File: src/design/core_isa_pkg.sv
// ----------------------------------------
// instruction set of the core_lite pipeline
// opcode enum, field positions, memory sizes
// and the instruction encoder
// ----------------------------------------
`default_nettype none

package core_isa_pkg;

	localparam int XLEN    = 32;
	localparam int REG_AW  = 5;
	localparam int IMEM_AW = 6;
	localparam int DMEM_AW = 6;

	// field positions
	localparam int OP_LSB  = 28;
	localparam int OP_W    = 4;
	localparam int RD_LSB  = 23;
	localparam int RS1_LSB = 18;
	localparam int RS2_LSB = 13;
	localparam int IMM_W   = 13;

	typedef logic [XLEN-1:0]    word_t;
	typedef logic [REG_AW-1:0]  reg_t;
	typedef logic [IMEM_AW-1:0] pc_t;
	typedef logic [DMEM_AW-1:0] daddr_t;

	typedef enum logic [OP_W-1:0] {
		OP_ADD  = 4'h0,
		OP_SUB  = 4'h1,
		OP_AND  = 4'h2,
		OP_ADDI = 4'h3,
		OP_LW   = 4'h4,
		OP_SW   = 4'h5,
		OP_BEQ  = 4'h6,
		OP_JAL  = 4'h7
	} opcode_e;

	// offsets of BEQ and JAL count words from the instruction's own pc
	function automatic word_t encode(opcode_e op, reg_t rd, reg_t rs1, reg_t rs2,
			logic [IMM_W-1:0] imm);
		word_t w;
		w = '0;
		w[OP_LSB +: OP_W]    = op;
		w[RD_LSB +: REG_AW]  = rd;
		w[RS1_LSB +: REG_AW] = rs1;
		w[RS2_LSB +: REG_AW] = rs2;
		w[IMM_W-1:0]         = imm;
		return w;
	endfunction

endpackage

`default_nettype wire

File: src/design/core_fetch.sv
// ----------------------------------------
// fetch stage
// program counter, instruction memory with
// its load port, fetch-to-decode register
// ----------------------------------------
`timescale 1ns/100ps
`default_nettype none

module core_fetch (
	input  wire                       clk,
	input  wire                       rst_n,
	input  wire                       imem_we,
	input  wire core_isa_pkg::pc_t    imem_addr,
	input  wire core_isa_pkg::word_t  imem_data,
	input  wire                       enb_if_dec,
	input  wire                       kill_if_dec,
	input  wire                       pc_stop,
	input  wire                       redirect,
	input  wire core_isa_pkg::pc_t    redirect_pc,
	output core_isa_pkg::word_t       dec_instr,
	output core_isa_pkg::pc_t         dec_pc,
	output logic                      dec_valid
);

	core_isa_pkg::word_t imem [2**core_isa_pkg::IMEM_AW];
	core_isa_pkg::pc_t   pc;

	// program load only while the core sits in reset
	always_ff @(posedge clk) begin
		if (!rst_n && imem_we)
			imem[imem_addr] <= imem_data;
	end

	// word-addressed, wraps at the end of memory
	always_ff @(posedge clk) begin
		if (!rst_n)
			pc <= '0;
		else if (redirect)
			pc <= redirect_pc;
		else if (!pc_stop)
			pc <= pc + 1'b1;
	end

	// ----------------------------------------
	// fetch-to-decode register
	// ----------------------------------------
	always_ff @(posedge clk) begin
		if (!rst_n || kill_if_dec)
			dec_valid <= 1'b0;
		else if (enb_if_dec)
			dec_valid <= 1'b1;
	end

	always_ff @(posedge clk) begin
		if (enb_if_dec) begin
			dec_instr <= imem[pc];
			dec_pc    <= pc;
		end
	end

endmodule

`default_nettype wire

File: config.mk
export PLATFORM = sky130hd
export DESIGN_NAME = core_fetch
export DESIGN_NICKNAME = d
export VERILOG_FILES = /design/src/design/core_isa_pkg.sv /design/src/design/core_fetch.sv
export SDC_FILE = /design/constraint.sdc
export NUM_CORES = 2
export LEC_CHECK = 0
export BUFFER_PORTS_ARGS = -buffer_cell sky130_fd_sc_hd__buf_2
export CORE_MARGIN = 2
export CORE_UTILIZATION = 55
export DETAILED_ROUTE_END_ITERATION = 16
export PLACE_DENSITY = 0.71
export SYNTH_ARGS = -nofsm -noshare
export SYNTH_HDL_FRONTEND = slang
export SYNTH_SLANG_ARGS = --single-unit
File: constraint.sdc
create_clock -name clk -period 6.4 [get_ports clk]
set_input_delay 0 -clock clk [delete_from_list [all_inputs] [get_ports clk]]
set_output_delay 0 -clock clk [all_outputs]
set_load 0.01 [all_outputs]
==> Implementation_results.wiki <==
{| class="wikitable"
! Metric !! Value
|-
| Average instance area after synthesis || 22.05 µm²
|-
| Pleak || 27.57 nW
|-
| Post-layout min period || 4.538 ns
|-
| Final clock period utilization by the worst path || 0.7091
|-
| Clock insertion delay at the later pin of the skew report || 0.84 ns
|-
| Vias per cell || 6.764
|-
| Starting density of the core || 0.5518
|-
| Leading post-synthesis cells by cell area || sky130_fd_sc_hd__edfxtp_1 78%, sky130_fd_sc_hd__mux4_2 11%, sky130_fd_sc_hd__mux2i_1 3.6%, sky130_fd_sc_hd__buf_6 0.53%, sky130_fd_sc_hd__o221ai_1 0.52%
|-
| Number of antenna violations at the first check in global routing || 13
|-
| Count of buffers inserted at the top-level ports || 89
|-
| Worst Skew || 0.02747 ns
|-
| Via Count || 40470
|-
| Number of max-capacitance violations reported || 0
|-
| Unique masters post-synth || 67
|-
| Number of hold violations in the final report || 0
|-
| Antenna Violating Nets Remaining || 0
|-
| Final setup violating endpoints || 0
|-
| Final Total Pwr || 27.76 mW
|-
| Slew margin rel. || 0.07317
|-
| Core area || 145200 µm²
|-
| Wirelength per Cell || 35.21 µm
|-
| Routed met2 length || 100.9 mm
|-
| Number of CTS-inserted buffers || 197
|-
| Summed instance area of the synthesized netlist || 80130 µm²
|-
| Global route overflow || 0
|-
| Pwr dens || 308.9 nW/µm²
|-
| CTS sink cnt || 2093
|-
| Crit path cell chain || buf_4, buf_4, ha_1, nor2b_1, xnor2_1, o21ai_0, dlygate4sd3_1, and2_1, dlygate4sd3_1
|-
| Number of nets in the synthesized netlist || 3686
|-
| Chip Width || 385.7 µm
|-
| Sequential cell area fraction in the yosys report || 0.7835
|-
| Number of rows in the core area || 140
|-
| Root Buffer || sky130_fd_sc_hd__clkbuf_16
|-
| Drt first-iter violations || 6131
|-
| Type of element capturing the critical path || flip-flop
|-
| Global placement routability congestion || 0.7813
|-
| Total GRT Usage || 0.2868
|-
| Buffer depth of the longest clock path || 3
|-
| Worst EP arrival || 5.23 ns
|-
| Routed length on met3 || 24.19 mm
|-
| Drt total wl || 210.7 mm
|-
| Height of the die || 385.7 µm
|-
| Setup repair after global routing missed its margin || false
|-
| Crit Path Class || flip-flop to flip-flop
|-
| Share of the synthesized area in the top cell type || 0.7817
|-
| Number of primary I/O pins || 90
|-
| Fraction of layout instances using a drive strength above 1 || 0.2345
|-
| Final core utilization || 0.6187
|-
| Number of flops mapped to enable cells by yosys || 2086
|-
| Number of nets in the layout || 3958
|-
| Area delta synth->final || 12.13%
|-
| Post-synthesis cell type with the largest combined area || sky130_fd_sc_hd__edfxtp_1
|-
| Die Footprint || 148800 µm²
|-
| DRT met1 WL || 78.64 mm
|-
| Maximum clock frequency || 0.2204 GHz
|-
| Result of the run || finished clean
|-
| Final Max Tran Viols || 0
|-
| Total negative slack for setup checks || 0 ns
|-
| Share of flip-flops with an asynchronous set or reset || 0
|-
| Worst Max-Slew Pin Slew || 1.355 ns
|-
| Main synth FF type || sky130_fd_sc_hd__edfxtp_1
|-
| H-tree depth || 4
|-
| CTS tree || yes
|-
| Crit Path Max Fanout || 49
|-
| Wire length of the first global-routing pass || 296.0 mm
|-
| Synthesis-stage register bit count || 2093
|-
| Delay of the slowest cell on the worst path || 0.77 ns
|-
| DRC Markers || 0
|-
| Worst supply voltage drop on vdd || 289.0 µV
|-
| Estimated wirelength of the detail-placed design || 109.1 mm
|-
| Top metal layer carrying routed signals || met5
|-
| Pin count of the biggest net entering global routing || 93
|-
| First-pass iteration count of the detailed router || 6
|-
| Synth warnings || 0
|-
| Endpoint required time on the critical path || 7.10 ns
|-
| Number of global-route vias before repair || 39740
|-
| Post-DP Area || 83200 µm²
|-
| Number of instances in the synthesized netlist || 3634
|-
| Worst setup SP type || flip-flop
|-
| Type of the most critical hold path || input port to flip-flop
|-
| Worst path slowest cell || sky130_fd_sc_hd__buf_4
|-
| Final non-filler cell area || 89850 µm²
|-
| Clock transition at the register clock pins on the worst setup and hold paths after CTS || 0.06 ns
|}
[Yosys cell counts, drive strengths merged (19+ instances only)]
cell and number:
a2111oi 28, a211oi 49, a21oi 51, a221oi 19
a22o 30, a22oi 29, buf 145, clkbuf 60
edfxtp 2086, mux2 24, mux2i 285, mux4 393
nand2 57, nor2 94, o21ai 37, o221ai 48
o22ai 62
[kinds of logic (layout without fill, tap and decap cells)]
logic type      count (synthesis)  after routing  synth area share
mux                           702            702            0.1497
fa+ha+maj                       1              1         0.0001561
xor+xnor                        5              5         0.0005466
simple gates                  221            221           0.01274
other cells                     0              6                 0
compound gates                396            396           0.03602
flops                        2093           2093            0.7835
buf+inv                       216            642           0.01741
[repair_timing]
item                                   4_1_cts  5_1_grt
hold buffers                                70        0
endpoints found under the hold margin     2053        0
resized for setup                            0        0
setup buffers                                0        0
[state kept, by name (all words and copies together) (netlist names)]
signal     count
imem        2048
dec_pc         6
dec_instr     32
dec_valid      1
pc             6
[report_power, final]
part	switching (mW)	leakage, nW	total [mW]	internal, mW
Clock	4.90	2.88	10.9	6.03
Sequential	0.0841	18.8	15.3	15.2
Combinational	0.968	5.84	1.56	0.594
[path summary, 6_finish.rpt]
path	end	cells after the start	slack [ns]	from
setup / recovery	pc[2]$_SDFFE_PN0P_	9	1.86	pc[1]$_SDFFE_PN0P_
hold reg to reg	dec_pc[5]$_DFFE_PP_	1	0.76	pc[5]$_SDFFE_PN0P_
hold / removal	imem[37][8]$_DFFE_PP_	3	0.05	imem_addr[5]
setup reg to reg	pc[2]$_SDFFE_PN0P_	9	1.86	pc[1]$_SDFFE_PN0P_
[per-stage QoR]
step | setup slack (ns) | hold slack [ns] | cells
after floorplan | 3.780 | 0.07615 | 3634
after global placement | 1.866 | 0.1608 | 5552
after detailed placement | 2.207 | 0.1690 | 5554
after CTS | 1.913 | 0.01154 | 5977
after global routing | 1.646 | 0.05395 | 5981
final | 1.862 | 0.05146 | 5983
[layout make-up]
| class | count | area, µm² |
|---|---|---|
| flip-flops and latches | 2093 | 62800 |
| fillers | 9672 | 55370 |
| multi-input cells | 1325 | 16490 |
| clock buffers | 251 | 5239 |
| well taps | 1917 | 2399 |
| repair buffers | 278 | 2172 |
| clock inverters | 102 | 695.7 |
| inverters | 11 | 41.29 |
| diodes | 6 | 15.01 |
[critical path, delay by kind of cell (launching register included)]
| kind | cells | cell delay (ns) |
|---|---|---|
| buf+inv | 4 | 2.65 |
| flops | 1 | 0.75 |
| simple gates | 2 | 0.42 |
| fa+ha+maj | 1 | 0.26 |
| xor+xnor | 1 | 0.15 |
| compound gates | 1 | 0.10 |
[layout by cell type (no fill, tap or decap), types with 7 or more instances in the layout]
master	n
sky130_fd_sc_hd__nor2_4	65
sky130_fd_sc_hd__nor2_1	29
sky130_fd_sc_hd__bufinv_16	7
sky130_fd_sc_hd__clkinv_2	21
sky130_fd_sc_hd__clkinv_1	60
sky130_fd_sc_hd__a22oi_1	29
sky130_fd_sc_hd__buf_4	106
sky130_fd_sc_hd__mux2_2	24
sky130_fd_sc_hd__inv_1	8
sky130_fd_sc_hd__clkbuf_1	49
sky130_fd_sc_hd__a22o_1	30
sky130_fd_sc_hd__a211oi_1	47
sky130_fd_sc_hd__nand3_1	13
sky130_fd_sc_hd__buf_2	91
sky130_fd_sc_hd__nand2_1	57
sky130_fd_sc_hd__o22ai_1	62
sky130_fd_sc_hd__and2_1	10
sky130_fd_sc_hd__clkbuf_16	202
sky130_fd_sc_hd__dlygate4sd3_1	70
sky130_fd_sc_hd__edfxtp_1	2086
sky130_fd_sc_hd__nor2b_1	7
sky130_fd_sc_hd__o221ai_1	48
sky130_fd_sc_hd__a2111oi_1	9
sky130_fd_sc_hd__o21ai_0	31
sky130_fd_sc_hd__buf_12	11
sky130_fd_sc_hd__mux2i_1	285
sky130_fd_sc_hd__a221oi_1	18
sky130_fd_sc_hd__a2111oi_0	18
sky130_fd_sc_hd__mux4_2	388
sky130_fd_sc_hd__a21oi_1	51
[routing by layer]
metal,vias to the layer above,track usage
li1,15980,-
met1,21450,0.4070
met2,2606,0.4499
met3,425,0.06061
met4,8,0.09411
met5,-,0.008122
(Power assumes the default switching activity.)
