$ cat src/design/core_isa_pkg.sv
// ----------------------------------------
// instruction set of the core_lite pipeline
// opcode enum, field positions, memory sizes
// and the instruction encoder
// ----------------------------------------
`default_nettype none

package core_isa_pkg;

	localparam int XLEN    = 32;
	localparam int REG_AW  = 5;
	localparam int IMEM_AW = 6;
	localparam int DMEM_AW = 6;

	// field positions
	localparam int OP_LSB  = 28;
	localparam int OP_W    = 4;
	localparam int RD_LSB  = 23;
	localparam int RS1_LSB = 18;
	localparam int RS2_LSB = 13;
	localparam int IMM_W   = 13;

	typedef logic [XLEN-1:0]    word_t;
	typedef logic [REG_AW-1:0]  reg_t;
	typedef logic [IMEM_AW-1:0] pc_t;
	typedef logic [DMEM_AW-1:0] daddr_t;

	typedef enum logic [OP_W-1:0] {
		OP_ADD  = 4'h0,
		OP_SUB  = 4'h1,
		OP_AND  = 4'h2,
		OP_ADDI = 4'h3,
		OP_LW   = 4'h4,
		OP_SW   = 4'h5,
		OP_BEQ  = 4'h6,
		OP_JAL  = 4'h7
	} opcode_e;

	// offsets of BEQ and JAL count words from the instruction's own pc
	function automatic word_t encode(opcode_e op, reg_t rd, reg_t rs1, reg_t rs2,
			logic [IMM_W-1:0] imm);
		word_t w;
		w = '0;
		w[OP_LSB +: OP_W]    = op;
		w[RD_LSB +: REG_AW]  = rd;
		w[RS1_LSB +: REG_AW] = rs1;
		w[RS2_LSB +: REG_AW] = rs2;
		w[IMM_W-1:0]         = imm;
		return w;
	endfunction

endpackage

`default_nettype wire

$ cat src/design/core_pipe_pkg.sv
// ----------------------------------------
// pipeline control definitions
// hazard classes, forwarding selects and
// stage register indices
// ----------------------------------------
`default_nettype none

package core_pipe_pkg;

	// width of the enable and kill buses
	localparam int NUM_STG = 4;

	// stage register indices
	localparam int STG_IF_DEC  = 0;
	localparam int STG_DEC_EXE = 1;
	localparam int STG_EXE_MEM = 2;
	localparam int STG_MEM_WB  = 3;

	// ----------------------------------------
	// instruction class seen by the hazard unit
	// ----------------------------------------
	typedef enum logic [1:0] {
		HZ_NONE   = 2'd0,
		HZ_JUMP   = 2'd1,
		HZ_BRANCH = 2'd2,
		HZ_LOAD   = 2'd3
	} hz_cmd_e;

	// source of an execute operand
	typedef enum logic [1:0] {
		FWD_REG = 2'd0,
		FWD_MEM = 2'd1,
		FWD_WB  = 2'd2
	} fwd_sel_e;

endpackage

`default_nettype wire

$ cat src/design/core_decode.sv
// ----------------------------------------
// decode stage
// field decoder, register file with
// write-through, decode-to-execute register
// ----------------------------------------
`timescale 1ns/100ps
`default_nettype none

module core_decode (
	input  wire                           clk,
	input  wire                           rst_n,
	input  wire core_isa_pkg::word_t      dec_instr,
	input  wire core_isa_pkg::pc_t        dec_pc,
	input  wire                           dec_valid,
	input  wire                           enb_dec_exe,
	input  wire                           kill_dec_exe,
	input  wire                           wb_we,
	input  wire core_isa_pkg::reg_t       wb_rd,
	input  wire core_isa_pkg::word_t      wb_data,
	output core_isa_pkg::reg_t            dec_rs1,
	output core_isa_pkg::reg_t            dec_rs2,
	output core_pipe_pkg::hz_cmd_e        dec_cmd,
	output core_isa_pkg::opcode_e         exe_op,
	output core_isa_pkg::reg_t            exe_rs1,
	output core_isa_pkg::reg_t            exe_rs2,
	output core_isa_pkg::reg_t            exe_rd,
	output logic                          exe_we,
	output core_pipe_pkg::hz_cmd_e        exe_cmd,
	output core_isa_pkg::word_t           exe_a,
	output core_isa_pkg::word_t           exe_b,
	output core_isa_pkg::word_t           exe_imm,
	output core_isa_pkg::pc_t             exe_pc,
	output logic                          exe_valid
);

	core_isa_pkg::opcode_e op;
	core_isa_pkg::reg_t    rd_f;
	core_isa_pkg::reg_t    rs1_f;
	core_isa_pkg::reg_t    rs2_f;
	core_isa_pkg::word_t   imm_f;
	core_isa_pkg::word_t   rd_a;
	core_isa_pkg::word_t   rd_b;
	core_isa_pkg::word_t   regs [2**core_isa_pkg::REG_AW];
	logic                  writes;

	// ----------------------------------------
	// field split
	// ----------------------------------------
	assign op    = core_isa_pkg::opcode_e'(dec_instr[core_isa_pkg::OP_LSB +: core_isa_pkg::OP_W]);
	assign rd_f  = dec_instr[core_isa_pkg::RD_LSB +: core_isa_pkg::REG_AW];
	assign rs1_f = dec_instr[core_isa_pkg::RS1_LSB +: core_isa_pkg::REG_AW];
	assign rs2_f = dec_instr[core_isa_pkg::RS2_LSB +: core_isa_pkg::REG_AW];
	assign imm_f = {{(core_isa_pkg::XLEN - core_isa_pkg::IMM_W){dec_instr[core_isa_pkg::IMM_W-1]}},
		dec_instr[core_isa_pkg::IMM_W-1:0]};

	// a bubble never asks for a stall
	assign dec_rs1 = dec_valid ? rs1_f : '0;
	assign dec_rs2 = dec_valid ? rs2_f : '0;

	always_comb begin
		dec_cmd = core_pipe_pkg::HZ_NONE;
		writes  = 1'b0;
		if (dec_valid) begin
			case (op)
				core_isa_pkg::OP_ADD, core_isa_pkg::OP_SUB,
				core_isa_pkg::OP_AND, core_isa_pkg::OP_ADDI: writes = 1'b1;
				core_isa_pkg::OP_LW: begin
					writes  = 1'b1;
					dec_cmd = core_pipe_pkg::HZ_LOAD;
				end
				core_isa_pkg::OP_BEQ: dec_cmd = core_pipe_pkg::HZ_BRANCH;
				core_isa_pkg::OP_JAL: begin
					writes  = 1'b1;
					dec_cmd = core_pipe_pkg::HZ_JUMP;
				end
				default: writes = 1'b0;
			endcase
		end
	end

	// ----------------------------------------
	// register file, write seen by same-cycle reads
	// ----------------------------------------
	always_ff @(posedge clk) begin
		if (!rst_n) begin
			for (int i = 0; i < 2**core_isa_pkg::REG_AW; i++)
				regs[i] <= '0;
		end else if (wb_we && wb_rd != '0) begin
			regs[wb_rd] <= wb_data;
		end
	end

	assign rd_a = (wb_we && rs1_f != '0 && wb_rd == rs1_f) ? wb_data : regs[rs1_f];
	assign rd_b = (wb_we && rs2_f != '0 && wb_rd == rs2_f) ? wb_data : regs[rs2_f];

	// decode-to-execute register, rd of x0 drops the write
	always_ff @(posedge clk) begin
		if (!rst_n || kill_dec_exe) begin
			exe_valid <= 1'b0;
			exe_we    <= 1'b0;
			exe_cmd   <= core_pipe_pkg::HZ_NONE;
		end else if (enb_dec_exe) begin
			exe_valid <= dec_valid;
			exe_we    <= writes && rd_f != '0;
			exe_cmd   <= dec_cmd;
		end
	end

	always_ff @(posedge clk) begin
		if (enb_dec_exe) begin
			exe_op  <= op;
			exe_rs1 <= rs1_f;
			exe_rs2 <= rs2_f;
			exe_rd  <= rd_f;
			exe_a   <= rd_a;
			exe_b   <= rd_b;
			exe_imm <= imm_f;
			exe_pc  <= dec_pc;
		end
	end

endmodule

`default_nettype wire

$ cat config.mk
export PLATFORM = sky130hd
export DESIGN_NAME = core_decode
export DESIGN_NICKNAME = d
export VERILOG_FILES = /design/src/design/core_isa_pkg.sv /design/src/design/core_pipe_pkg.sv /design/src/design/core_decode.sv
export SDC_FILE = /design/constraint.sdc
export NUM_CORES = 2
export LEC_CHECK = 0
export BUFFER_PORTS_ARGS = -buffer_cell sky130_fd_sc_hd__buf_2
export CAP_MARGIN = 20
export CORE_MARGIN = 1.5
export CORE_UTILIZATION = 40
export CTS_CLUSTER_SIZE = 28
export DETAILED_ROUTE_END_ITERATION = 8
export GPL_TIMING_DRIVEN = 0
export PLACE_DENSITY = 0.55
export SETUP_SLACK_MARGIN = 0.05
export SYNTH_ARGS = -nofsm -noshare
export SYNTH_HDL_FRONTEND = slang
export SYNTH_SLANG_ARGS = --single-unit
$ cat constraint.sdc
create_clock -name clk -period 6.16 [get_ports clk]
set_clock_uncertainty 0.1 [all_clocks]
set_input_delay 0.924 -clock clk [delete_from_list [all_inputs] [get_ports clk]]
set_output_delay 0.924 -clock clk [all_outputs]
set_load 0.01 [all_outputs]
==> results.md <==
- VDD IR-drop max: 0.227 mV
- DR WL/cell: 36.1 um
- Final setup vio count: 0
- R2r startpoint: regs[31][8]
- R2R Setup Slk: 3.56 ns
- Die area: 148,000 um2
- CTS clk-pin slew, worst paths: 0.05 ns
- Starting Density: 40.5%
- Vias per cell: 6.33
- Setup bufs post-CTS: 0
- Period utilization: 75.5%
- DRC Markers: 0
- Hold Crit Endpoint: exe_imm[6]
- GRT met1 Usage: 40.7%
- Clk_lat worst skew: 0.81 ns
- Core ar.: 144,000 um2
- Initial DRC Count: 5,811
- Max-Slew Margin vs Limit: 15.3%
- GRT met3 Usage: 7.86%
- Register-to-Register Path Depth: 5
- Final Hold Viols: 0
- First-pass GRT wire length: 309,000 um
- Die H: 385 um
- Boundary Pins: 218
- H-tree depth: 4
- Pwr/cell area: 284 nW/um2
- GRT Max-Usage Layer: met2
- Vias: 39,797
- Async SR Flop Fraction: 0%
- Die Width: 385 um
- Resize count post-CTS: 0
- Synthesis Warnings: 0
- Leak: 0.0227 uW
- CTS tree: built
- Mapped Cells: 3,837
- Synthesized area per cell: 15.2 um2
- GRT Util Overall: 30.6%
- Largest net degree at the start of global routing: 62
- Number of synthesized flops with an enable pin: 1,126
- Post-synthesis sequential area ratio: 58.1%
- Critical-path maximum fanout: 10
- Vias in the first global route: 38,964
- WP data required: 5.14 ns
- CTS Hold Buffers Added: 0
- Clk buf depth: 3
- Gp weighted congestion: 0.967
- Library cells used by synthesis: 47
- Met2 usage: 46.8%
- CTS buffer count: 130
- Outcome: finished, final reports clean
- GRT overflow: 0
- Worst EP arrival: 3.63 ns
- CTS root buf: clkbuf_16
- Area Overhead vs Synth: 15.5%
- Most common cell after layout, fill and taps aside: edfxtp_1
- DRT Pass-1 Iters: 6
- Max Cap Violations: 0
- Crit start category: input port
- Worst Hold Class: input port to register
- Worst Tran Pin Value: 1.27 ns
- Final worst path period need: 4.65 ns
- Fin nets: 4,352
- Post-Syn Area: 58,400 um2
- Min-Delay Path Depth: 1
- Fmax: 0.215 GHz
- Hold path startpoint: dec_instr[6]
- Clock sink total: 1,130
- Crit Path Class: input port to output port
- FF+latch count, synth: 1,130
- Total power draw: 19,200 uW
- RSZ-0062 raised after global routing: false
- Commonest cells after routing, fill and taps aside: edfxtp_1, and2_1, mux4_2
- R2r endpoint: exe_a[8]
- Slew Limit Fails: 0
- Total negative slack: 0 ns
- Util after Layout: 46.8%
- Main synth FF type: edfxtp_1
- Final ANT Viol Nets: 0
- Aggregate routed wire length: 227,000 um
- Worst setup EP type: output port
- Buffers on Ports: 213
- Row Count: 139
- Initial antenna violation count: 18
- Fraction of layout cells with a size suffix above 1: 27.3%
- DPL Wire Length: 165,000 um
cell type report:
cell class	count	area [um2]
Fill cell	12679	76800
Sequential cell	1130	33900
Multi-Input combinational cell	2271	22900
Clock buffer	162	3440
Tap cell	1903	2380
Timing Repair Buffer	271	2260
Buffer	449	2000
Clock inverter	67	452
Inverter	18	67.6
Antenna cell	15	37.5
logic make-up after synthesis:
logic type	after synthesis	share of synthesized area, %
compound gates	212	2.52
xor+xnor	9	0.135
buf+inv	467	3.55
flops	1130	58.1
mux	773	24.1
other cells	1	0.00642
simple gates	1245	11.7
report_power, final:
| group | switching (uW) | internal [uW] |
|---|---|---|
| logic | 1660 | 1010 |
| clock network | 3290 | 4080 |
| registers | 204 | 8930 |
flip-flops by register name, summed over array words and instances, names as in the netlist:
signal     cells
exe_b         32
exe_we         1
exe_imm       13
exe_rs2        5
exe_op         4
exe_cmd        2
exe_pc         6
exe_rd         5
exe_a         32
exe_valid      1
regs        1024
exe_rs1        5
layer usage:
metal / vias up / part of all wire [%]
met1: 20633 / 39
met4: 16 / 5.2
li1: 15943 / -
met5: - / 0.042
met3: 516 / 11
met2: 2689 / 45
worst max-delay path: stages:
cell and delay, ns:
buf_2 0.20, clkbuf_1 0.64, clkbuf_1 0.61, clkbuf_1 0.85, and2_1 0.25, buf_2 0.13
stage by stage:
step | worst slack [ns] | hold WS [ns] | instance area (um2) | std cells
after global routing | 1.53 | 0.189 | 67400 | 6271
after global placement | -3.13 | 0.375 | 61900 | 5984
after CTS | 1.70 | 0.160 | 67300 | 6268
after floorplan | 1.31 | 0.431 | 58500 | 3868
after detailed placement | 1.55 | 0.386 | 63500 | 6039
final | 1.51 | 0.195 | 67400 | 6286
synthesized netlist by cell type (10+ instances only):
library cell | n | area share [%]
a22oi_1 | 43 | 0.55
o21ai_0 | 63 | 0.54
mux2i_1 | 213 | 3.7
and2_1 | 569 | 6.1
buf_4 | 38 | 0.49
a221o_1 | 18 | 0.31
edfxtp_1 | 1126 | 58
nor3_1 | 435 | 3.7
a221oi_1 | 14 | 0.21
clkbuf_1 | 301 | 1.9
nand3_1 | 38 | 0.33
mux4_2 | 498 | 19
buf_1 | 11 | 0.071
a21oi_1 | 24 | 0.21
nand2_1 | 44 | 0.28
buf_2 | 91 | 0.78
a221oi_2 | 10 | 0.26
mux2_2 | 62 | 1.2
inv_1 | 17 | 0.11
nor2_1 | 121 | 0.78
o22ai_1 | 32 | 0.34
worst max path at each step:
stage / startpoint / endpoint / slack (ns) / depth (start not counted)
after detailed placement: dec_instr[19] / exe_a[13] / 1.55 / 9
after floorplan: wb_we / regs[16][0] / 1.31 / 6
final: dec_instr[17] / dec_rs2[4] / 1.51 / 6
after global routing: dec_instr[17] / dec_rs2[4] / 1.53 / 6
after global placement: rst_n / regs[27][4] / -3.13 / 5
after CTS: dec_instr[17] / dec_rs2[4] / 1.70 / 6
No activity file was read; power rests on OpenSTA's default activity.
