===== config.mk =====
export PLATFORM = sky130hd
export DESIGN_NAME = core_hazard_ctrl
export DESIGN_NICKNAME = d
export VERILOG_FILES = /design/src/design/core_isa_pkg.sv /design/src/design/core_pipe_pkg.sv /design/src/design/core_hazard_ctrl.sv
export SDC_FILE = /design/constraint.sdc
export NUM_CORES = 1
export LEC_CHECK = 0
export BUFFER_PORTS_ARGS = -buffer_cell sky130_fd_sc_hd__buf_2
export CAP_MARGIN = 20
export CORE_MARGIN = 3
export CORE_UTILIZATION = 32
export DETAILED_ROUTE_END_ITERATION = 10
export PLACE_DENSITY = 0.89
export SLEW_MARGIN = 10
export SYNTH_ARGS = -nofsm -noshare
export SYNTH_HDL_FRONTEND = slang
export SYNTH_SLANG_ARGS = --single-unit

===== constraint.sdc =====
create_clock -name vclk -period 1.35
set_input_delay 0.27 -clock vclk [all_inputs]
set_output_delay 0.27 -clock vclk [all_outputs]
set_load 0.05 [all_outputs]

===== src/design/core_isa_pkg.sv =====
// ----------------------------------------
// instruction set of the core_lite pipeline
// opcode enum, field positions, memory sizes
// and the instruction encoder
// ----------------------------------------
`default_nettype none

package core_isa_pkg;

	localparam int XLEN    = 32;
	localparam int REG_AW  = 5;
	localparam int IMEM_AW = 6;
	localparam int DMEM_AW = 6;

	// field positions
	localparam int OP_LSB  = 28;
	localparam int OP_W    = 4;
	localparam int RD_LSB  = 23;
	localparam int RS1_LSB = 18;
	localparam int RS2_LSB = 13;
	localparam int IMM_W   = 13;

	typedef logic [XLEN-1:0]    word_t;
	typedef logic [REG_AW-1:0]  reg_t;
	typedef logic [IMEM_AW-1:0] pc_t;
	typedef logic [DMEM_AW-1:0] daddr_t;

	typedef enum logic [OP_W-1:0] {
		OP_ADD  = 4'h0,
		OP_SUB  = 4'h1,
		OP_AND  = 4'h2,
		OP_ADDI = 4'h3,
		OP_LW   = 4'h4,
		OP_SW   = 4'h5,
		OP_BEQ  = 4'h6,
		OP_JAL  = 4'h7
	} opcode_e;

	// offsets of BEQ and JAL count words from the instruction's own pc
	function automatic word_t encode(opcode_e op, reg_t rd, reg_t rs1, reg_t rs2,
			logic [IMM_W-1:0] imm);
		word_t w;
		w = '0;
		w[OP_LSB +: OP_W]    = op;
		w[RD_LSB +: REG_AW]  = rd;
		w[RS1_LSB +: REG_AW] = rs1;
		w[RS2_LSB +: REG_AW] = rs2;
		w[IMM_W-1:0]         = imm;
		return w;
	endfunction

endpackage

`default_nettype wire


===== src/design/core_pipe_pkg.sv =====
// ----------------------------------------
// pipeline control definitions
// hazard classes, forwarding selects and
// stage register indices
// ----------------------------------------
`default_nettype none

package core_pipe_pkg;

	// width of the enable and kill buses
	localparam int NUM_STG = 4;

	// stage register indices
	localparam int STG_IF_DEC  = 0;
	localparam int STG_DEC_EXE = 1;
	localparam int STG_EXE_MEM = 2;
	localparam int STG_MEM_WB  = 3;

	// ----------------------------------------
	// instruction class seen by the hazard unit
	// ----------------------------------------
	typedef enum logic [1:0] {
		HZ_NONE   = 2'd0,
		HZ_JUMP   = 2'd1,
		HZ_BRANCH = 2'd2,
		HZ_LOAD   = 2'd3
	} hz_cmd_e;

	// source of an execute operand
	typedef enum logic [1:0] {
		FWD_REG = 2'd0,
		FWD_MEM = 2'd1,
		FWD_WB  = 2'd2
	} fwd_sel_e;

endpackage

`default_nettype wire


===== src/design/core_hazard_ctrl.sv =====
// ----------------------------------------
// hazard controller
// stall, flush, bubble and redirect control
// plus operand forwarding selects
// ----------------------------------------
`timescale 1ns/100ps
`default_nettype none

module core_hazard_ctrl (
	input  wire                          rst_n,
	input  wire                          hold,
	// decode stage
	input  wire core_isa_pkg::reg_t      dec_rs1,
	input  wire core_isa_pkg::reg_t      dec_rs2,
	input  wire core_pipe_pkg::hz_cmd_e  dec_cmd,
	// execute stage
	input  wire core_isa_pkg::reg_t      exe_rs1,
	input  wire core_isa_pkg::reg_t      exe_rs2,
	input  wire core_isa_pkg::reg_t      exe_rd,
	input  wire core_pipe_pkg::hz_cmd_e  exe_cmd,
	input  wire                          exe_we,
	input  wire                          exe_taken,
	// memory and write-back stages
	input  wire core_isa_pkg::reg_t      mem_rd,
	input  wire                          mem_we,
	input  wire core_isa_pkg::reg_t      wb_rd,
	input  wire                          wb_we,
	// stage register control
	output logic [core_pipe_pkg::NUM_STG-1:0] enb,
	output logic [core_pipe_pkg::NUM_STG-1:0] kill,
	output logic                         pc_stop,
	output logic                         redirect,
	output core_pipe_pkg::fwd_sel_e      fwd_a,
	output core_pipe_pkg::fwd_sel_e      fwd_b
);

	logic load_use;

	// newest producer wins, x0 always comes from the register file
	function automatic core_pipe_pkg::fwd_sel_e pick_src(core_isa_pkg::reg_t src,
			logic m_we, core_isa_pkg::reg_t m_rd, logic w_we, core_isa_pkg::reg_t w_rd);
		if (src == '0)
			return core_pipe_pkg::FWD_REG;
		if (m_we && m_rd == src)
			return core_pipe_pkg::FWD_MEM;
		if (w_we && w_rd == src)
			return core_pipe_pkg::FWD_WB;
		return core_pipe_pkg::FWD_REG;
	endfunction

	assign fwd_a = pick_src(exe_rs1, mem_we, mem_rd, wb_we, wb_rd);
	assign fwd_b = pick_src(exe_rs2, mem_we, mem_rd, wb_we, wb_rd);

	// a JAL in decode reads no register
	assign load_use = exe_cmd == core_pipe_pkg::HZ_LOAD && exe_we && exe_rd != '0
		&& dec_cmd != core_pipe_pkg::HZ_JUMP
		&& (exe_rd == dec_rs1 || exe_rd == dec_rs2);

	// ----------------------------------------
	// priority: hold, load-use, redirect
	// ----------------------------------------
	always_comb begin
		enb      = '1;
		kill     = '0;
		pc_stop  = 1'b0;
		redirect = 1'b0;
		if (!rst_n) begin
			kill = '1;
		end else if (hold) begin
			enb     = '0;
			pc_stop = 1'b1;
		end else if (load_use) begin
			// one bubble behind the load
			enb[core_pipe_pkg::STG_IF_DEC]   = 1'b0;
			enb[core_pipe_pkg::STG_DEC_EXE]  = 1'b0;
			kill[core_pipe_pkg::STG_DEC_EXE] = 1'b1;
			pc_stop                          = 1'b1;
		end else if (exe_taken) begin
			redirect                         = 1'b1;
			kill[core_pipe_pkg::STG_IF_DEC]  = 1'b1;
			kill[core_pipe_pkg::STG_DEC_EXE] = 1'b1;
		end
	end

endmodule

`default_nettype wire


==> metrics.yaml, run 1 <==
die_y_um: 46.04
ios: 59
postCtsHoldBufs: 0
synth_cell_types: 26
hpwlAfterDp_mm: 1.852
syn_nets: 118
place_congestion: 0.8977
syn_area_sq_um: 513.0
syn_avg_cell_area_sq_um: 7.027
synth_cells: 73
post_cts_resized: 66
run_status: "stopped before the end"
die_w_um: 46.04
lastStage: "clock tree synthesis (4_1_cts)"
port_buffers: 59
rows: 13
ys_warn_count: 0
yosysSeqAreaShare_pct: 0
cts_setup_buffers: 4
error_line: "[ERROR DPL-0033] detailed placement checks failed during check placement."
start_util_pct: 36.67
## logic make-up after synthesis
logic type,share of synthesized area (%)
xor+xnor,49.51
buf+inv,5.854
simple gates,30.00
compound gates,14.64
## synthesized netlist by cell type (all sizes together) (2+ instances only)
library cell / n / area, sq um
a21oi: 2 / 10.01
buf: 3 / 22.52
inv: 2 / 7.510
nand2: 7 / 26.28
nand3: 5 / 25.02
nor2: 5 / 26.27
nor3: 2 / 10.01
nor4: 2 / 12.51
o31ai: 2 / 15.01
or4: 2 / 18.77
xnor2: 18 / 157.7
xor2: 11 / 96.34
## stage by stage
step	cell area (sq um)	instances	setup WS, ns	utilization [%]
after detailed placement	1062	162	-0.4099	75.94
after global placement	1062	162	-0.3809	75.94
after floorplan	643.1	73	-0.2279	-
==> run 2: changes to the inputs <==
--- a/config.mk
+++ b/config.mk
@@ -7,10 +7,10 @@
 export LEC_CHECK = 0
 export BUFFER_PORTS_ARGS = -buffer_cell sky130_fd_sc_hd__buf_2
 export CAP_MARGIN = 20
-export CORE_MARGIN = 3
-export CORE_UTILIZATION = 32
+export CORE_AREA = 3 3 64 66
 export DETAILED_ROUTE_END_ITERATION = 10
-export PLACE_DENSITY = 0.89
+export DIE_AREA = 0 0 67 69
+export PLACE_DENSITY_LB_ADDON = 0.15
 export SLEW_MARGIN = 10
 export SYNTH_ARGS = -nofsm -noshare
 export SYNTH_HDL_FRONTEND = slang
==> constraint.sdc (replaced) <==
create_clock -name vclk -period 1.76
set_input_delay 0.352 -clock vclk [all_inputs]
set_output_delay 0.352 -clock vclk [all_outputs]
set_load 0.05 [all_outputs]
==> run 2 against run 1 <==
Effect of this change: synthesized area unchanged; synthesized cell count unchanged; the flow now finishes, with violations (negative setup slack).
==> metrics.yaml, run 2 <==
yosysSeqAreaShare_pct: 0  # unchanged
tightest_slew_ns: 0.2900
hpwlAfterDp_mm: 1.826  # -1.4%
clockPowerShare_pct: 0
hold_depth: 3
hp-class: "in2out"
grt_use_total_pct: 8.778
vias_per_cell: 4.112
run_status: "finished with violations"
power_density_nw_per_um2: 268.9
antenna_found_initial: 0
final_common_cell: "buf_2"
firstDrtPassIters: 3
setup_ws_ns: -0.04964
synth_cells: 73  # unchanged
grt_first_pass_wirelength_mm: 3.394
die_y_um: 69  # +50%
start_util_pct: 14.12  # -23 points
n_clock_buffer: 0
syn_avg_cell_area_sq_um: 7.027  # unchanged
grt_pass1_vias: 822
grt_overflow_total: 0
ios: 59  # unchanged
syn_to_final_growth_pct: 149.5
seq_cell_count: 0
ys_top_cells_by_area: "xnor2_1 (31%), xor2_1 (19%), nand2_1 (5.1%), nand3_1 (4.9%), buf_4 (4.4%)"
ant_nets: 0
drv_cap: 0
setup_viol: 7
synth_top_area_share_pct: 30.73  # unchanged
syn_area_sq_um: 513.0  # unchanged
min_period_ns: 1.810
die_w_um: 67  # +46%
seqPwrFrac_pct: 0
drt_first_iter_violations: 12
crit_family: "compound AO/OA/AOI/OAI gates"
start_kind: "primary input"
port_buffers: 59  # unchanged
leakagePower_nw: 0.5943
drive_gt1_share_pct: 67.79
endpoint_kind: "output port"
ys_warn_count: 0  # unchanged
violations: "negative setup slack"
mostFrequentLayoutCells: "buf_2 (36), buf_4 (21), buf_6 (19), xnor2_1 (11), xor2_1 (10)"
slew_viol_final: 0
post-synth-top-count-cell: "xnor2_1"
critical_path_buf_inv_count: 2
n_antenna_cell: 0
rows: 22  # +9
instances_no_fill: 197
arrival_ns: 1.46
syn_nets: 118  # unchanged
max_stage_delay_ns: 0.31
ff_latch_area_sq_um: 0
fin_area_sq_um: 1280
place_congestion: 0.7708  # -14%
dieArea_sq_um: 4623
synth_commonest_cells: "xnor2_1 (18), xor2_1 (11), nand2_1 (7), nand3_1 (5), nor2_1 (4)"
placed_area_sq_um: 1010  # -4.9%
rsz0062_at_grt: "yes"
grt_max_degree: 6
vias: 810
fin_nets: 196
nFillCells: 393
core_region_area_sq_um: 3633
yosys.area.top_type: "xnor2_1"
crit_chain: "buf_6, xnor2_2, nand3_1, o22a_2, o31a_4, buf_8"
crit_slowest_cell: "o31a_4"
cp_max_fo: 3
worst-setup-path-type: "in2out"
fmax_mhz: 552.6
p_int_w: 0.0001756
slew-limit-headroom_pct: 80.47
post-route-period-util_pct: 102.8
p_comb_share_pct: 100.0
drc_errors: 0
required_ns: 1.41
hold_viol_final: 0
wire_per_inst_um: 11.14
switching_share_pct: 48.98
dp_cells: 192  # +19%
vdd_drop_max_mv: 0.1065
switchingPower_w: 0.0001686
wirelength_mm: 2.194
synth_cell_types: 26  # unchanged
critical_path_depth: 6
## run 2: final timing paths
path | start | endpoint | slack (ns)
max | dec_rs1[2] | enb[0] | -0.05
min | hold | kill[1] | 1.04
## run 2: power by group through the flow
stage	Combinational (W)	Sequential [W]	Clock [W]
floorplan	0.000152	0	0
global route	0.000367	0	0
CTS	0.000326	0	0
finish	0.000344	0	0
detailed placement	0.000275	0	0
global placement	0.000274	0	0
## run 2: kinds of logic after synthesis
| logic type | Yosys count | share of synthesized area (%) |
|---|---|---|
| xor gates and xnor gates | 29 | 49.51 |
| AOI/OAI and AO/OA | 11 | 14.64 |
| buffers and inverters | 5 | 5.854 |
| and+or+nand+nor | 28 | 30.00 |
## run 2: area by class of cell
class	count	area (sq um)	share of cell area [%]
inverters	2	11.26	0.8798
multi-input cells	68	611.8	47.80
well taps	48	60.06	4.692
repair buffers	79	596.8	46.63
## run 2: metal layers
metal / vias up / global-route usage (%) / part of all wire [%]
met5: - / 0 / 0
met4: 0 / 0 / 0
met3: 0 / 0.4886 / 8.8
met2: 41 / 18.45 / 55
met1: 364 / 9.589 / 36
li1: 405 / - / -
## run 2: timing repair
item,in CTS,in global routing
pin swaps,21,12
setup buffers,4,1
gates resized for setup,43,9
hold buffers,0,0
setup endpoints to repair,10,10
## run 2: metrics by stage
step,TNS [ns],hold WS [ns],total power (W),utilization (%),setup WS [ns]
final,-0.2083,1.040,0.0003441,35.23,-0.04964
after global routing,-0.7397,1.053,0.0003671,35.23,-0.1139
after CTS,-0.3181,1.040,0.0003264,33.61,-0.07313
after detailed placement,-1.276,1.086,0.0002751,27.79,-0.1972
after global placement,-1.444,1.091,0.0002738,27.79,-0.2069
after floorplan,-0.5494,0.8633,0.0001515,-,-0.2172
(Power assumes the default switching activity.)
==> run 3: changes to the inputs <==
--- a/config.mk
+++ b/config.mk
@@ -11,6 +11,7 @@
 export DETAILED_ROUTE_END_ITERATION = 10
 export DIE_AREA = 0 0 67 69
 export PLACE_DENSITY_LB_ADDON = 0.15
+export RECOVER_POWER = 100
 export SLEW_MARGIN = 10
 export SYNTH_ARGS = -nofsm -noshare
 export SYNTH_HDL_FRONTEND = slang
==> run 3 against run 2 <==
Effect of this change: the flow still finishes with violations (negative setup slack); via count increased by 0.99%; worst setup slack lost 0.0012 ns; utilization is 0.069 points lower; global-route usage unchanged; sequential cell count unchanged; worst hold slack better by 0.00094 ns; maximum frequency is essentially flat; non-clock buffer count is the same; die area did not move; critical path depth is the same; combinational power about the same; clock-buffer cell count stayed put; critical path type unchanged; largest power group unchanged.
==> metrics.yaml, run 3 (synthesis gave the netlist of run 2 again) <==
start_util_pct: 14.12  # unchanged
multi_input_area_sq_um: 611.8  # unchanged
leakagePower_nw: 0.5904  # -0.65%
final_common_cell: "buf_2"
postCtsHoldBufs: 0  # unchanged
required_ns: 1.41  # about the same
nFillCells: 394  # +0.25%
tightest_slew_ns: 0.6099  # +0.3199 ns
dieArea_sq_um: 4623  # unchanged
n_clock_buffer: 0  # unchanged
worst-setup-path-type: "in2out"
fin_area_sq_um: 1277  # -0.20%
seq_cell_count: 0  # unchanged
crit_path_start: "dec_rs1[2]"
vias_per_cell: 4.152  # +0.99%
wire_per_inst_um: 11.16  # +0.18%
ant_nets: 0  # unchanged
die_y_um: 69  # unchanged
mostFrequentLayoutCells: "buf_2 (34), buf_4 (21), buf_6 (19), xnor2_1 (11), xor2_1 (10)"
fin_hold_ws_ns: 1.041  # +0.0009400 ns
firstDrtPassIters: 4  # +1
slew-limit-headroom_pct: 59.51  # -21 points
clockPowerShare_pct: 0  # unchanged
setup_viol: 7  # unchanged
fin_nets: 196  # unchanged
vias: 818  # +0.99%
run_status: "finished with violations"
start_kind: "primary input"
hold_viol_final: 0  # unchanged
drv_cap: 0  # unchanged
place_congestion: 0.7708  # unchanged
drive_gt1_share_pct: 66.44  # -1.3 points
cp_max_fo: 3  # unchanged
rsz0062_at_grt: "yes"
grt_pass1_vias: 822  # unchanged
switching_share_pct: 49.09  # +0.11 points
grt_max_degree: 6  # unchanged
hpwlAfterDp_mm: 1.826  # unchanged
placed_area_sq_um: 1010  # unchanged
vdd_drop_max_mv: 0.1065  # about the same
seqPwrFrac_pct: 0  # unchanged
power_density_nw_per_um2: 268.9  # about the same
fmax_mhz: 552.2  # about the same
violations: "negative setup slack"
core_region_area_sq_um: 3633  # unchanged
grt_overflow_total: 0  # unchanged
n_antenna_cell: 0  # unchanged
arrival_ns: 1.46  # about the same
die_w_um: 67  # unchanged
endpoint: "enb[0]"
p_comb_share_pct: 100.0  # about the same
endpoint_kind: "output port"
drc_errors: 0  # unchanged
slew_viol_final: 0  # unchanged
ff_latch_area_sq_um: 0  # unchanged
wirelength_mm: 2.198  # +0.18%
grt_use_total_pct: 8.778  # unchanged
syn_to_final_growth_pct: 149.0
drt_first_iter_violations: 13  # +1
rows: 22  # unchanged
antenna_found_initial: 0  # unchanged
port_buffers: 59  # unchanged
post-route-period-util_pct: 102.9  # about the same
p_int_w: 0.0001749  # -0.40%
min_period_ns: 1.811  # +0.001178 ns
setup_ws_ns: -0.05081  # -0.001178 ns
ios: 59  # unchanged
grt_first_pass_wirelength_mm: 3.394  # unchanged
hp-class: "in2out"
switchingPower_w: 0.0001686  # about the same
## run 3: cell types whose count changed in the layout (fill, tap and decap cells not counted)
| cell | change |
|---|---|
| buf_2 | -2 |
| clkbuf_1 | +2 |
## run 3: repair_timing
action / CTS / global route
gates resized for setup: 43 / 9
buffers inserted: 4 / 1
hold endpoints to repair: 0 / 0
endpoints found under the setup margin: 10 / 10
pin swaps: 21 / 12
## run 3: worst max-delay path, cell delays in order
cell     delay (ns)
buf_6          0.10
xnor2_2        0.15
nand3_1        0.11
o22a_2         0.28
o31a_4         0.31
buf_8          0.15
## run 3: area by class of cell
class / instances / share of cell area [%]
well taps: 48 / 4.701
multi-input cells: 68 / 47.89
inverters: 2 / 0.8815
repair buffers: 79 / 46.52
## run 3: metrics by stage
| stage | power, W | instances | utilization [%] | setup WS, ns | TNS [ns] |
|---|---|---|---|---|---|
| after floorplan | 0.0001515 | 73 | - | -0.2172 | -0.5494 |
| after CTS | 0.0003264 | 196 | 33.61 | -0.07313 | -0.3181 |
| after global placement | 0.0002738 | 192 | 27.79 | -0.2069 | -1.444 |
| after global routing | 0.0003665 | 197 | 35.16 | -0.1139 | -0.7397 |
| final | 0.0003435 | 197 | 35.16 | -0.05081 | -0.2119 |
| after detailed placement | 0.0002751 | 192 | 27.79 | -0.1972 | -1.276 |
## run 3: power by group through the flow
| stage | registers (W) | clock network [W] | logic (W) |
|---|---|---|---|
| 2_1_floorplan | 0 | 0 | 0.000152 |
| 3_3_place_gp | 0 | 0 | 0.000274 |
| 3_5_place_dp | 0 | 0 | 0.000275 |
| 4_1_cts | 0 | 0 | 0.000326 |
| 5_1_grt | 0 | 0 | 0.000366 |
| 6_report | 0 | 0 | 0.000343 |
## run 3: worst min path at each step
stage	end	start	depth (start not counted)	slack, ns
after floorplan	kill[0]	rst_n	1	0.86
after global placement	kill[1]	hold	3	1.09
after detailed placement	kill[1]	hold	3	1.09
after CTS	kill[1]	hold	3	1.04
after global routing	kill[1]	hold	3	1.05
final	kill[1]	hold	3	1.04
## run 3: layer usage
layer / GRT usage [%] / vias to the layer above / routed length [um]
met5: 0 / - / 0
met4: 0 / 0 / 0
met1: 9.589 / 369 / 782
li1: - / 406 / -
met3: 0.4886 / 0 / 203
met2: 18.45 / 43 / 1213
