$ cat src/design/core_isa_pkg.sv
// ----------------------------------------
// instruction set of the core_lite pipeline
// opcode enum, field positions, memory sizes
// and the instruction encoder
// ----------------------------------------
`default_nettype none

package core_isa_pkg;

	localparam int XLEN    = 32;
	localparam int REG_AW  = 5;
	localparam int IMEM_AW = 6;
	localparam int DMEM_AW = 6;

	// field positions
	localparam int OP_LSB  = 28;
	localparam int OP_W    = 4;
	localparam int RD_LSB  = 23;
	localparam int RS1_LSB = 18;
	localparam int RS2_LSB = 13;
	localparam int IMM_W   = 13;

	typedef logic [XLEN-1:0]    word_t;
	typedef logic [REG_AW-1:0]  reg_t;
	typedef logic [IMEM_AW-1:0] pc_t;
	typedef logic [DMEM_AW-1:0] daddr_t;

	typedef enum logic [OP_W-1:0] {
		OP_ADD  = 4'h0,
		OP_SUB  = 4'h1,
		OP_AND  = 4'h2,
		OP_ADDI = 4'h3,
		OP_LW   = 4'h4,
		OP_SW   = 4'h5,
		OP_BEQ  = 4'h6,
		OP_JAL  = 4'h7
	} opcode_e;

	// offsets of BEQ and JAL count words from the instruction's own pc
	function automatic word_t encode(opcode_e op, reg_t rd, reg_t rs1, reg_t rs2,
			logic [IMM_W-1:0] imm);
		word_t w;
		w = '0;
		w[OP_LSB +: OP_W]    = op;
		w[RD_LSB +: REG_AW]  = rd;
		w[RS1_LSB +: REG_AW] = rs1;
		w[RS2_LSB +: REG_AW] = rs2;
		w[IMM_W-1:0]         = imm;
		return w;
	endfunction

endpackage

`default_nettype wire

$ cat src/design/core_pipe_pkg.sv
// ----------------------------------------
// pipeline control definitions
// hazard classes, forwarding selects and
// stage register indices
// ----------------------------------------
`default_nettype none

package core_pipe_pkg;

	// width of the enable and kill buses
	localparam int NUM_STG = 4;

	// stage register indices
	localparam int STG_IF_DEC  = 0;
	localparam int STG_DEC_EXE = 1;
	localparam int STG_EXE_MEM = 2;
	localparam int STG_MEM_WB  = 3;

	// ----------------------------------------
	// instruction class seen by the hazard unit
	// ----------------------------------------
	typedef enum logic [1:0] {
		HZ_NONE   = 2'd0,
		HZ_JUMP   = 2'd1,
		HZ_BRANCH = 2'd2,
		HZ_LOAD   = 2'd3
	} hz_cmd_e;

	// source of an execute operand
	typedef enum logic [1:0] {
		FWD_REG = 2'd0,
		FWD_MEM = 2'd1,
		FWD_WB  = 2'd2
	} fwd_sel_e;

endpackage

`default_nettype wire

$ cat src/design/core_execute.sv
// ----------------------------------------
// execute stage
// forwarding muxes, ALU, BEQ and JAL
// resolution, execute-to-memory register
// ----------------------------------------
`timescale 1ns/100ps
`default_nettype none

module core_execute (
	input  wire                           clk,
	input  wire                           rst_n,
	input  wire core_isa_pkg::opcode_e    exe_op,
	input  wire core_isa_pkg::reg_t       exe_rd,
	input  wire                           exe_we,
	input  wire core_isa_pkg::word_t      exe_a,
	input  wire core_isa_pkg::word_t      exe_b,
	input  wire core_isa_pkg::word_t      exe_imm,
	input  wire core_isa_pkg::pc_t        exe_pc,
	input  wire                           exe_valid,
	input  wire core_pipe_pkg::fwd_sel_e  fwd_a,
	input  wire core_pipe_pkg::fwd_sel_e  fwd_b,
	input  wire core_isa_pkg::word_t      wb_data,
	input  wire                           enb_exe_mem,
	input  wire                           kill_exe_mem,
	output logic                          exe_taken,
	output core_isa_pkg::pc_t             redirect_pc,
	output core_isa_pkg::opcode_e         mem_op,
	output core_isa_pkg::reg_t            mem_rd,
	output logic                          mem_we,
	output core_isa_pkg::word_t           mem_result,
	output core_isa_pkg::word_t           mem_store_data,
	output logic                          mem_valid
);

	core_isa_pkg::word_t op_a;
	core_isa_pkg::word_t op_b;
	core_isa_pkg::word_t alu;

	function automatic core_isa_pkg::word_t fwd_mux(core_pipe_pkg::fwd_sel_e sel,
			core_isa_pkg::word_t reg_v, core_isa_pkg::word_t mem_v, core_isa_pkg::word_t wb_v);
		case (sel)
			core_pipe_pkg::FWD_MEM: return mem_v;
			core_pipe_pkg::FWD_WB:  return wb_v;
			default:                return reg_v;
		endcase
	endfunction

	// rs2 also carries the SW store data
	assign op_a = fwd_mux(fwd_a, exe_a, mem_result, wb_data);
	assign op_b = fwd_mux(fwd_b, exe_b, mem_result, wb_data);

	always_comb begin
		case (exe_op)
			core_isa_pkg::OP_ADD:  alu = op_a + op_b;
			core_isa_pkg::OP_SUB:  alu = op_a - op_b;
			core_isa_pkg::OP_AND:  alu = op_a & op_b;
			core_isa_pkg::OP_ADDI,
			core_isa_pkg::OP_LW,
			core_isa_pkg::OP_SW:   alu = op_a + exe_imm;
			// return address
			core_isa_pkg::OP_JAL:  alu = core_isa_pkg::word_t'(exe_pc) + 1'b1;
			default:               alu = '0;
		endcase
	end

	// ----------------------------------------
	// branch and jump resolution
	// ----------------------------------------
	assign exe_taken = exe_valid && (exe_op == core_isa_pkg::OP_JAL
		|| (exe_op == core_isa_pkg::OP_BEQ && op_a == op_b));
	assign redirect_pc = exe_pc + core_isa_pkg::pc_t'(exe_imm);

	always_ff @(posedge clk) begin
		if (!rst_n || kill_exe_mem) begin
			mem_valid <= 1'b0;
			mem_we    <= 1'b0;
		end else if (enb_exe_mem) begin
			mem_valid <= exe_valid;
			mem_we    <= exe_we;
		end
	end

	always_ff @(posedge clk) begin
		if (enb_exe_mem) begin
			mem_op         <= exe_op;
			mem_rd         <= exe_rd;
			mem_result     <= alu;
			mem_store_data <= op_b;
		end
	end

endmodule

`default_nettype wire

$ cat config.mk
export PLATFORM = sky130hd
export DESIGN_NAME = core_execute
export DESIGN_NICKNAME = d
export VERILOG_FILES = /design/src/design/core_isa_pkg.sv /design/src/design/core_pipe_pkg.sv /design/src/design/core_execute.sv
export SDC_FILE = /design/constraint.sdc
export NUM_CORES = 1
export LEC_CHECK = 0
export BUFFER_PORTS_ARGS = -buffer_cell sky130_fd_sc_hd__clkbuf_2
export CAP_MARGIN = 40
export CORE_MARGIN = 1.5
export CORE_UTILIZATION = 45
export CTS_CLUSTER_DIAMETER = 200
export DETAILED_ROUTE_END_ITERATION = 16
export PLACE_DENSITY = 0.71
export SLEW_MARGIN = 15
export SYNTH_ARGS = -nofsm -noshare
export SYNTH_HDL_FRONTEND = slang
export SYNTH_SLANG_ARGS = --single-unit
$ cat constraint.sdc
create_clock -name clk -period 6.4 [get_ports clk]
set_input_delay 0.32 -clock clk [delete_from_list [all_inputs] [get_ports clk]]
set_output_delay 0.32 -clock clk [all_outputs]
set_load 0.02 [all_outputs]
==> flow_summary.yaml, run 1 <==
clocking:
  clk_path_buf_depth: 2
  cts_resized: 0
  clk_latency_ps: 350
  h-tree-depth: 3
  cts_buffers: 9
  cts_sinks: 75
  clk_pin_slew_ps: 60
  root_buffer: "clkbuf_16"
  cts_setup_buffers: 0
  cts_hold_buf: 0
  cts_tree: "yes"
yosys:
  synth_compound_area_share_pct: 30.22
  synthMuxAreaShare_pct: 2.529
  async_flop_share_pct: 0
  synth_nets: 1189
  syn_area_um2: 8115
  synth_xor_area_share_pct: 6.907
  ys_ff_latch: 75
  yosys.area_share.simple_pct: 13.85
  synthAdderAreaFrac_pct: 14.15
  syn_inst: 946
  synth_edf_count: 73
  ys_types: 70
  synth_top_family_by_area: "compound AO/OA/AOI/OAI gates"
  synthFlopType: "edfxtp_1"
  synth_warnings: 0
  seq_area_frac_synth_pct: 27.51
  avgSynthCellArea_um2: 8.579
drt:
  dr.pass1.iters: 5
  drtIter0Drc: 601
  vias_per_cell: 5.976
  routed_wl_um: 26380
  wl_per_cell_um: 19.03
  ant_nets: 0
  route.detailed.drc: 0
  vias: 8283
sta:
  rsz0062_at_grt: "no"
  worst_pin_slew_ps: 807.8
  relSlewSlack_pct: 45.58
  post-route-min-period_ps: 4625
  finalSetupViolations: 0
  setup_ws_ps: 1775
  hold_viol: 0
  post-route-period-util_pct: 72.26
  skew_ps: 7.357
  maxSlewViolCount: 0
  max_freq_mhz: 216.2
  tns_ps: 0
critical_path:
  endpoint_kind: "flip-flop"
  path_class: "in -> reg"
  worst_ep_required_time_ps: 6470
  crit_path_start_kind: "input pin"
  critical_path.max_fanout: 32
  r2r_cells: 15
  worstPathArrival_ps: 4700
grt:
  grt_use_met2_pct: 46.62
  grt_pass1_wl_um: 40630
  antenna_found_initial: 0
  grt_pass1_vias: 7946
  grt.busiest_layer: "met2"
  track_usage_pct: 27.73
  grt_max_degree: 40
  gr-usage-met3_pct: 6.034
  grt_use_met1_pct: 36.15
  grt-ovfl-total: 0
final_layout:
  nNetsFinal: 1399
  drive_gt1_share_pct: 24.89
  fin_cells: 1386
  num_antenna_cells: 0
  fill_cells: 1653
  synthToLayoutAreaGrowth_pct: 21.01
die:
  fp.dieW_um: 137.3
  io_pins: 235
  core_region_area_um2: 17480
  dieArea_um2: 18850
  num_rows: 48
  fp.dieH_um: 137.3
  initial_utilization_pct: 46.43
pwr:
  vdd_drop_max_v: 0.0001400
  fin_total_pwr_mw: 2.419
  cellPowerDensity_nw_per_um2: 246.4
  leakage_nw: 4.505
job:
  max-cap-violations: 0
place:
  hpwlAfterDp_um: 20290
  portBuffers: 234
  place_congestion: 0.9321
  dpl.cell_count: 1370
  pre_cts_slack_ps: 1537
hold_path:
  hold_depth: 1
  hold_path_class: "in -> reg"
run_status:
  status: "completed"
## per-layer routing
| layer | routed length (um) | vias up |
|---|---|---|
| li1 | - | 4001 |
| met1 | 11740 | 3922 |
| met2 | 12360 | 334 |
| met3 | 1923 | 26 |
| met4 | 363 | 0 |
| met5 | 0 | - |
## worst paths after layout
kind / end / startpoint / slack (ps)
worst min register to register: mem_valid / mem_valid / 510
worst max register to register: mem_result[28] / mem_result[0] / 2240
worst min-delay path: mem_rd[0] / exe_rd[0] / 140
worst max-delay path: mem_result[30] / fwd_b[0] / 1780
## flip-flops by register name (all words and copies together), names as in the netlist
register,count
mem_op,4
mem_result,32
mem_valid,1
mem_store_data,32
mem_rd,5
mem_we,1
## Yosys cell counts (13+ instances only)
| cell type | number | share of area [%] |
|---|---|---|
| nand2_1 | 90 | 4.2 |
| ha_1 | 87 | 13 |
| edfxtp_1 | 73 | 27 |
| o21ai_0 | 72 | 4.4 |
| a21oi_1 | 60 | 3.7 |
| a22oi_1 | 58 | 5.4 |
| inv_1 | 54 | 2.5 |
| nor2_1 | 51 | 2.4 |
| xnor2_1 | 34 | 3.7 |
| xor2_1 | 30 | 3.2 |
| clkbuf_1 | 29 | 1.3 |
| o21ai_1 | 27 | 1.7 |
| a21o_1 | 21 | 1.9 |
| nand2b_1 | 16 | 1.2 |
| nor2b_1 | 16 | 1.2 |
| o21bai_1 | 15 | 1.4 |
| nand3_1 | 13 | 0.80 |
| o21a_1 | 13 | 1.2 |
## final cells by class
cell class / count / area, um2 / share of cell area, %
Multi-Input combinational cell: 771 / 5514 / 56.15
Sequential cell: 75 / 2232 / 22.73
Timing Repair Buffer: 245 / 1296 / 13.20
Tap cell: 225 / 281.5 / 2.867
Clock buffer: 9 / 225.2 / 2.293
Inverter: 54 / 202.7 / 2.064
Clock inverter: 7 / 68.82 / 0.7007
## power by group
part           internal [mW]  switching [mW]  total, mW
clock                  0.301           0.224      0.525
sequential             0.611          0.0344      0.645
combinational          0.494           0.755       1.25
## cells in the final DEF, fill, tap and decap left out, types with 6 or more instances in the layout
master | Yosys | routed
a21o_1 | 21 | 21
a21oi_1 | 60 | 60
a221o_1 | 12 | 12
a221oi_1 | 6 | 6
a222oi_1 | 6 | 6
a22oi_1 | 58 | 58
a31oi_1 | 8 | 8
and2_1 | 9 | 9
and3_1 | 7 | 7
buf_4 | 0 | 9
clkbuf_16 | 0 | 9
clkbuf_2 | 0 | 233
edfxtp_1 | 73 | 73
ha_1 | 87 | 85
inv_1 | 54 | 54
mux2_2 | 12 | 12
mux2i_1 | 7 | 7
nand2_1 | 90 | 90
nand2b_1 | 16 | 16
nand3_1 | 13 | 13
nand4_1 | 6 | 6
nor2_1 | 51 | 50
nor2b_1 | 16 | 16
nor3_1 | 9 | 8
o211ai_1 | 6 | 6
o21a_1 | 13 | 13
o21ai_0 | 72 | 72
o21ai_1 | 27 | 27
o21bai_1 | 15 | 15
o221ai_1 | 10 | 10
xnor2_1 | 34 | 34
xor2_1 | 30 | 30
## stage by stage
step                hold WS, ps  util, %  area (um2)
global route              132.3    56.19        9821
CTS                       126.1    56.19        9821
detailed placement        496.2    54.51        9527
finish                    136.8    56.19        9821
floorplan                 418.9        -        8115
global placement          477.7    54.15        9464
## critical path: stages
cell and delay [ps]:
clkbuf_2 90, inv_1 50, ha_2 710, a22oi_1 190
o21ai_0 460, ha_1 260, inv_1 60, fa_1 420
nor2b_1 150, o21bai_1 200, o221ai_1 180, a211o_1 380
o2bb2ai_1 250, a21oi_1 270, o21a_1 290, o21ai_1 120
xnor2_1 140, o221ai_1 130
## kinds of logic after synthesis
| group | after synthesis |
|---|---|
| compound gates | 362 |
| xor+xnor | 64 |
| fa+ha+maj | 90 |
| buf+inv | 100 |
| flops | 75 |
| mux | 19 |
| simple gates | 236 |
No activity file was read; power rests on OpenSTA's default activity.
==> run 2: changes to the inputs <==
--- a/config.mk
+++ b/config.mk
@@ -11,7 +11,7 @@
 export CORE_UTILIZATION = 45
 export CTS_CLUSTER_DIAMETER = 200
 export DETAILED_ROUTE_END_ITERATION = 16
-export PLACE_DENSITY = 0.71
+export PLACE_DENSITY = 0.74
 export SLEW_MARGIN = 15
 export SYNTH_ARGS = -nofsm -noshare
 export SYNTH_HDL_FRONTEND = slang
==> constraint.sdc (replaced) <==
create_clock -name clk -period 3.8 [get_ports clk]
set_input_delay 0.19 -clock clk [delete_from_list [all_inputs] [get_ports clk]]
set_output_delay 0.19 -clock clk [all_outputs]
set_load 0.02 [all_outputs]
==> run 2 against run 1 <==
- the run now ends with setup timing left
- non-clock buffer count is 162 higher
- die area stayed put
- count of clock-buffer cells in the layout stayed put
- final area is 15% higher
- sequential share of layout area is 3.0 points lower
- clock skew is 3.5 ps higher
- critical endpoint is now mem_result[16]
- largest power group unchanged
==> flow_summary.yaml, run 2 (synthesis results as in run 1) <==
drt:
  drtIter0Drc: 848
  route.detailed.drc: 0
  routed_wl_um: 28850
  vias: 9082
  wl_per_cell_um: 18.63
  vias_per_cell: 5.867
  dr.pass1.iters: 6
  ant_nets: 0
sta:
  post-route-min-period_ps: 3803
  maxSlewViolCount: 0
  skew_ps: 10.88
  finalSetupViolations: 1
  rsz0062_at_grt: "yes"
  post-route-period-util_pct: 100.1
  tns_ps: -2.799
  setup_ws_ps: -2.799
  max_freq_mhz: 263.0
  relSlewSlack_pct: 55.39
  hold_viol: 0
  worst_pin_slew_ps: 669.1
final_layout:
  largestRegisters: "mem_result (32), mem_store_data (32), mem_rd (5)"
  final_util_pct: 64.76
  synthToLayoutAreaGrowth_pct: 39.47
  fill_cells: 1498
  num_antenna_cells: 0
  drive_gt1_share_pct: 36.36
  final_cell_mix: "233 x clkbuf_2, 162 x buf_4, 90 x nand2_1"
  nNetsFinal: 1561
  final_common_cell: "clkbuf_2"
die:
  core_region_area_um2: 17480
  io_pins: 235
  fp.dieH_um: 137.3
  initial_utilization_pct: 46.43
  num_rows: 48
  dieArea_um2: 18850
  fp.dieW_um: 137.3
critical_path:
  worstPathArrival_ps: 3900
  critPathMaxStageDelay_ps: 470
  cp_top_family: "compound AO/OA/AOI/OAI gates"
  endpoint_kind: "flip-flop"
  worst_ep_required_time_ps: 3890
  critical_path.max_fanout: 3
  slowest_stage: "edfxtp_1"
  r2r_setup_slack_ps: -3
  reg2reg_from: "mem_result[0]"
  reg2reg_to: "mem_result[16]"
  path_class: "reg -> reg"
  r2r_cells: 16
  crit_buf_inv: 1
  worstPathCellList: "a22oi_2 -> o21ai_2 -> buf_4 -> mux2_4 -> ha_4 -> fa_2 -> a211oi_2 -> o211ai_1 -> a41oi_2 -> nand2b_4 -> nor2_2 -> a211o_1 -> a21o_1 -> a21oi_2 -> xor2_1 -> o21ai_1"
  crit_path_start_kind: "flip-flop"
grt:
  grt_pass1_wl_um: 44550
  grt_max_degree: 42
  track_usage_pct: 30.49
  grt_pass1_vias: 8864
  antenna_found_initial: 0
  grt-ovfl-total: 0
pwr:
  cellPowerDensity_nw_per_um2: 413.5
  vdd_drop_max_v: 0.0002549
  leakage_nw: 5.375
job:
  max-cap-violations: 0
place:
  hpwlAfterDp_um: 22840
  portBuffers: 234
  pre_cts_slack_ps: -257.3
  place_congestion: 0.9545
hold_path:
  hold_path_class: "in -> reg"
  holdPathEnd: "mem_rd[0]"
  hold_depth: 1
  worstHoldStart: "exe_rd[0]"
clocking:
  cts_sinks: 75
  h-tree-depth: 3
  clk_path_buf_depth: 2
  cts_buffers: 9
  cts_tree: "yes"
  clk_pin_slew_ps: 70
  root_buffer: "clkbuf_16"
  clk_latency_ps: 360
run_status:
  status: "complete, but fails checks"
  violations: "setup timing"
run 2: cell count changes in the layout (fill, tap and decap cells not counted), moves of 3 or more:
cell,before,now
o21ai_2,0,4
a21oi_1,60,54
a22oi_2,0,3
buf_4,9,162
a22oi_1,58,55
buf_12,1,8
o21ai_0,72,68
a21oi_2,0,6
run 2: per-layer routing:
| layer | up-vias | track usage (%) | share of wire (%) |
|---|---|---|---|
| li1 | 4329 | - | - |
| met1 | 4265 | 38.04 | 42 |
| met2 | 435 | 53.13 | 48 |
| met3 | 53 | 4.231 | 7.1 |
| met4 | 0 | 11.93 | 2.7 |
| met5 | - | 0 | 0 |
run 2: how the worst max path moves through the flow:
| stage | from | to | cells past startpoint |
|---|---|---|---|
| 5_1_grt | mem_result[0] | mem_result[28] | 18 |
| 3_3_place_gp | fwd_b[0] | mem_result[30] | 18 |
| 2_1_floorplan | fwd_b[0] | mem_result[16] | 20 |
| 4_1_cts | mem_result[0] | mem_result[30] | 16 |
| 3_5_place_dp | fwd_b[0] | mem_result[30] | 18 |
| 6_report | mem_result[0] | mem_result[16] | 16 |
run 2: area by class of cell:
| type | count | area [um2] | area share (%) |
|---|---|---|---|
| Clock buffer | 9 | 225.2 | 1.990 |
| Clock inverter | 7 | 98.84 | 0.8733 |
| Inverter | 54 | 202.7 | 1.791 |
| Multi-Input combinational cell | 771 | 5695 | 50.32 |
| Sequential cell | 75 | 2232 | 19.72 |
| Tap cell | 225 | 281.5 | 2.487 |
| Timing Repair Buffer | 407 | 2582 | 22.82 |
run 2: through the flow:
stage                     cells  power [mW]  hold WS [ps]  instance area (um2)
after floorplan             946       2.594         288.9                 8164
after global placement     1524       3.533         367.0                10750
after detailed placement   1527       3.564         368.6                10790
after CTS                  1547       4.587         2.723                11190
after global routing       1548       4.936         2.750                11320
final                      1548       4.681         7.813                11320
run 2: power by group:
group | internal, mW | switching [mW]
combinational | 1.18 | 1.43
sequential | 1.03 | 0.0573
clock | 0.581 | 0.406
total | 2.79 | 1.89
run 2: timing repair:
| action | 4_1_cts | 5_1_grt |
|---|---|---|
| hold buffers | 2 | 0 |
| setup endpoints to repair | 8 | 12 |
| resized for setup | 7 | 24 |
| buffers inserted | 2 | 1 |
| pin swaps | 4 | 25 |
| endpoints found under the hold margin | 2 | 0 |
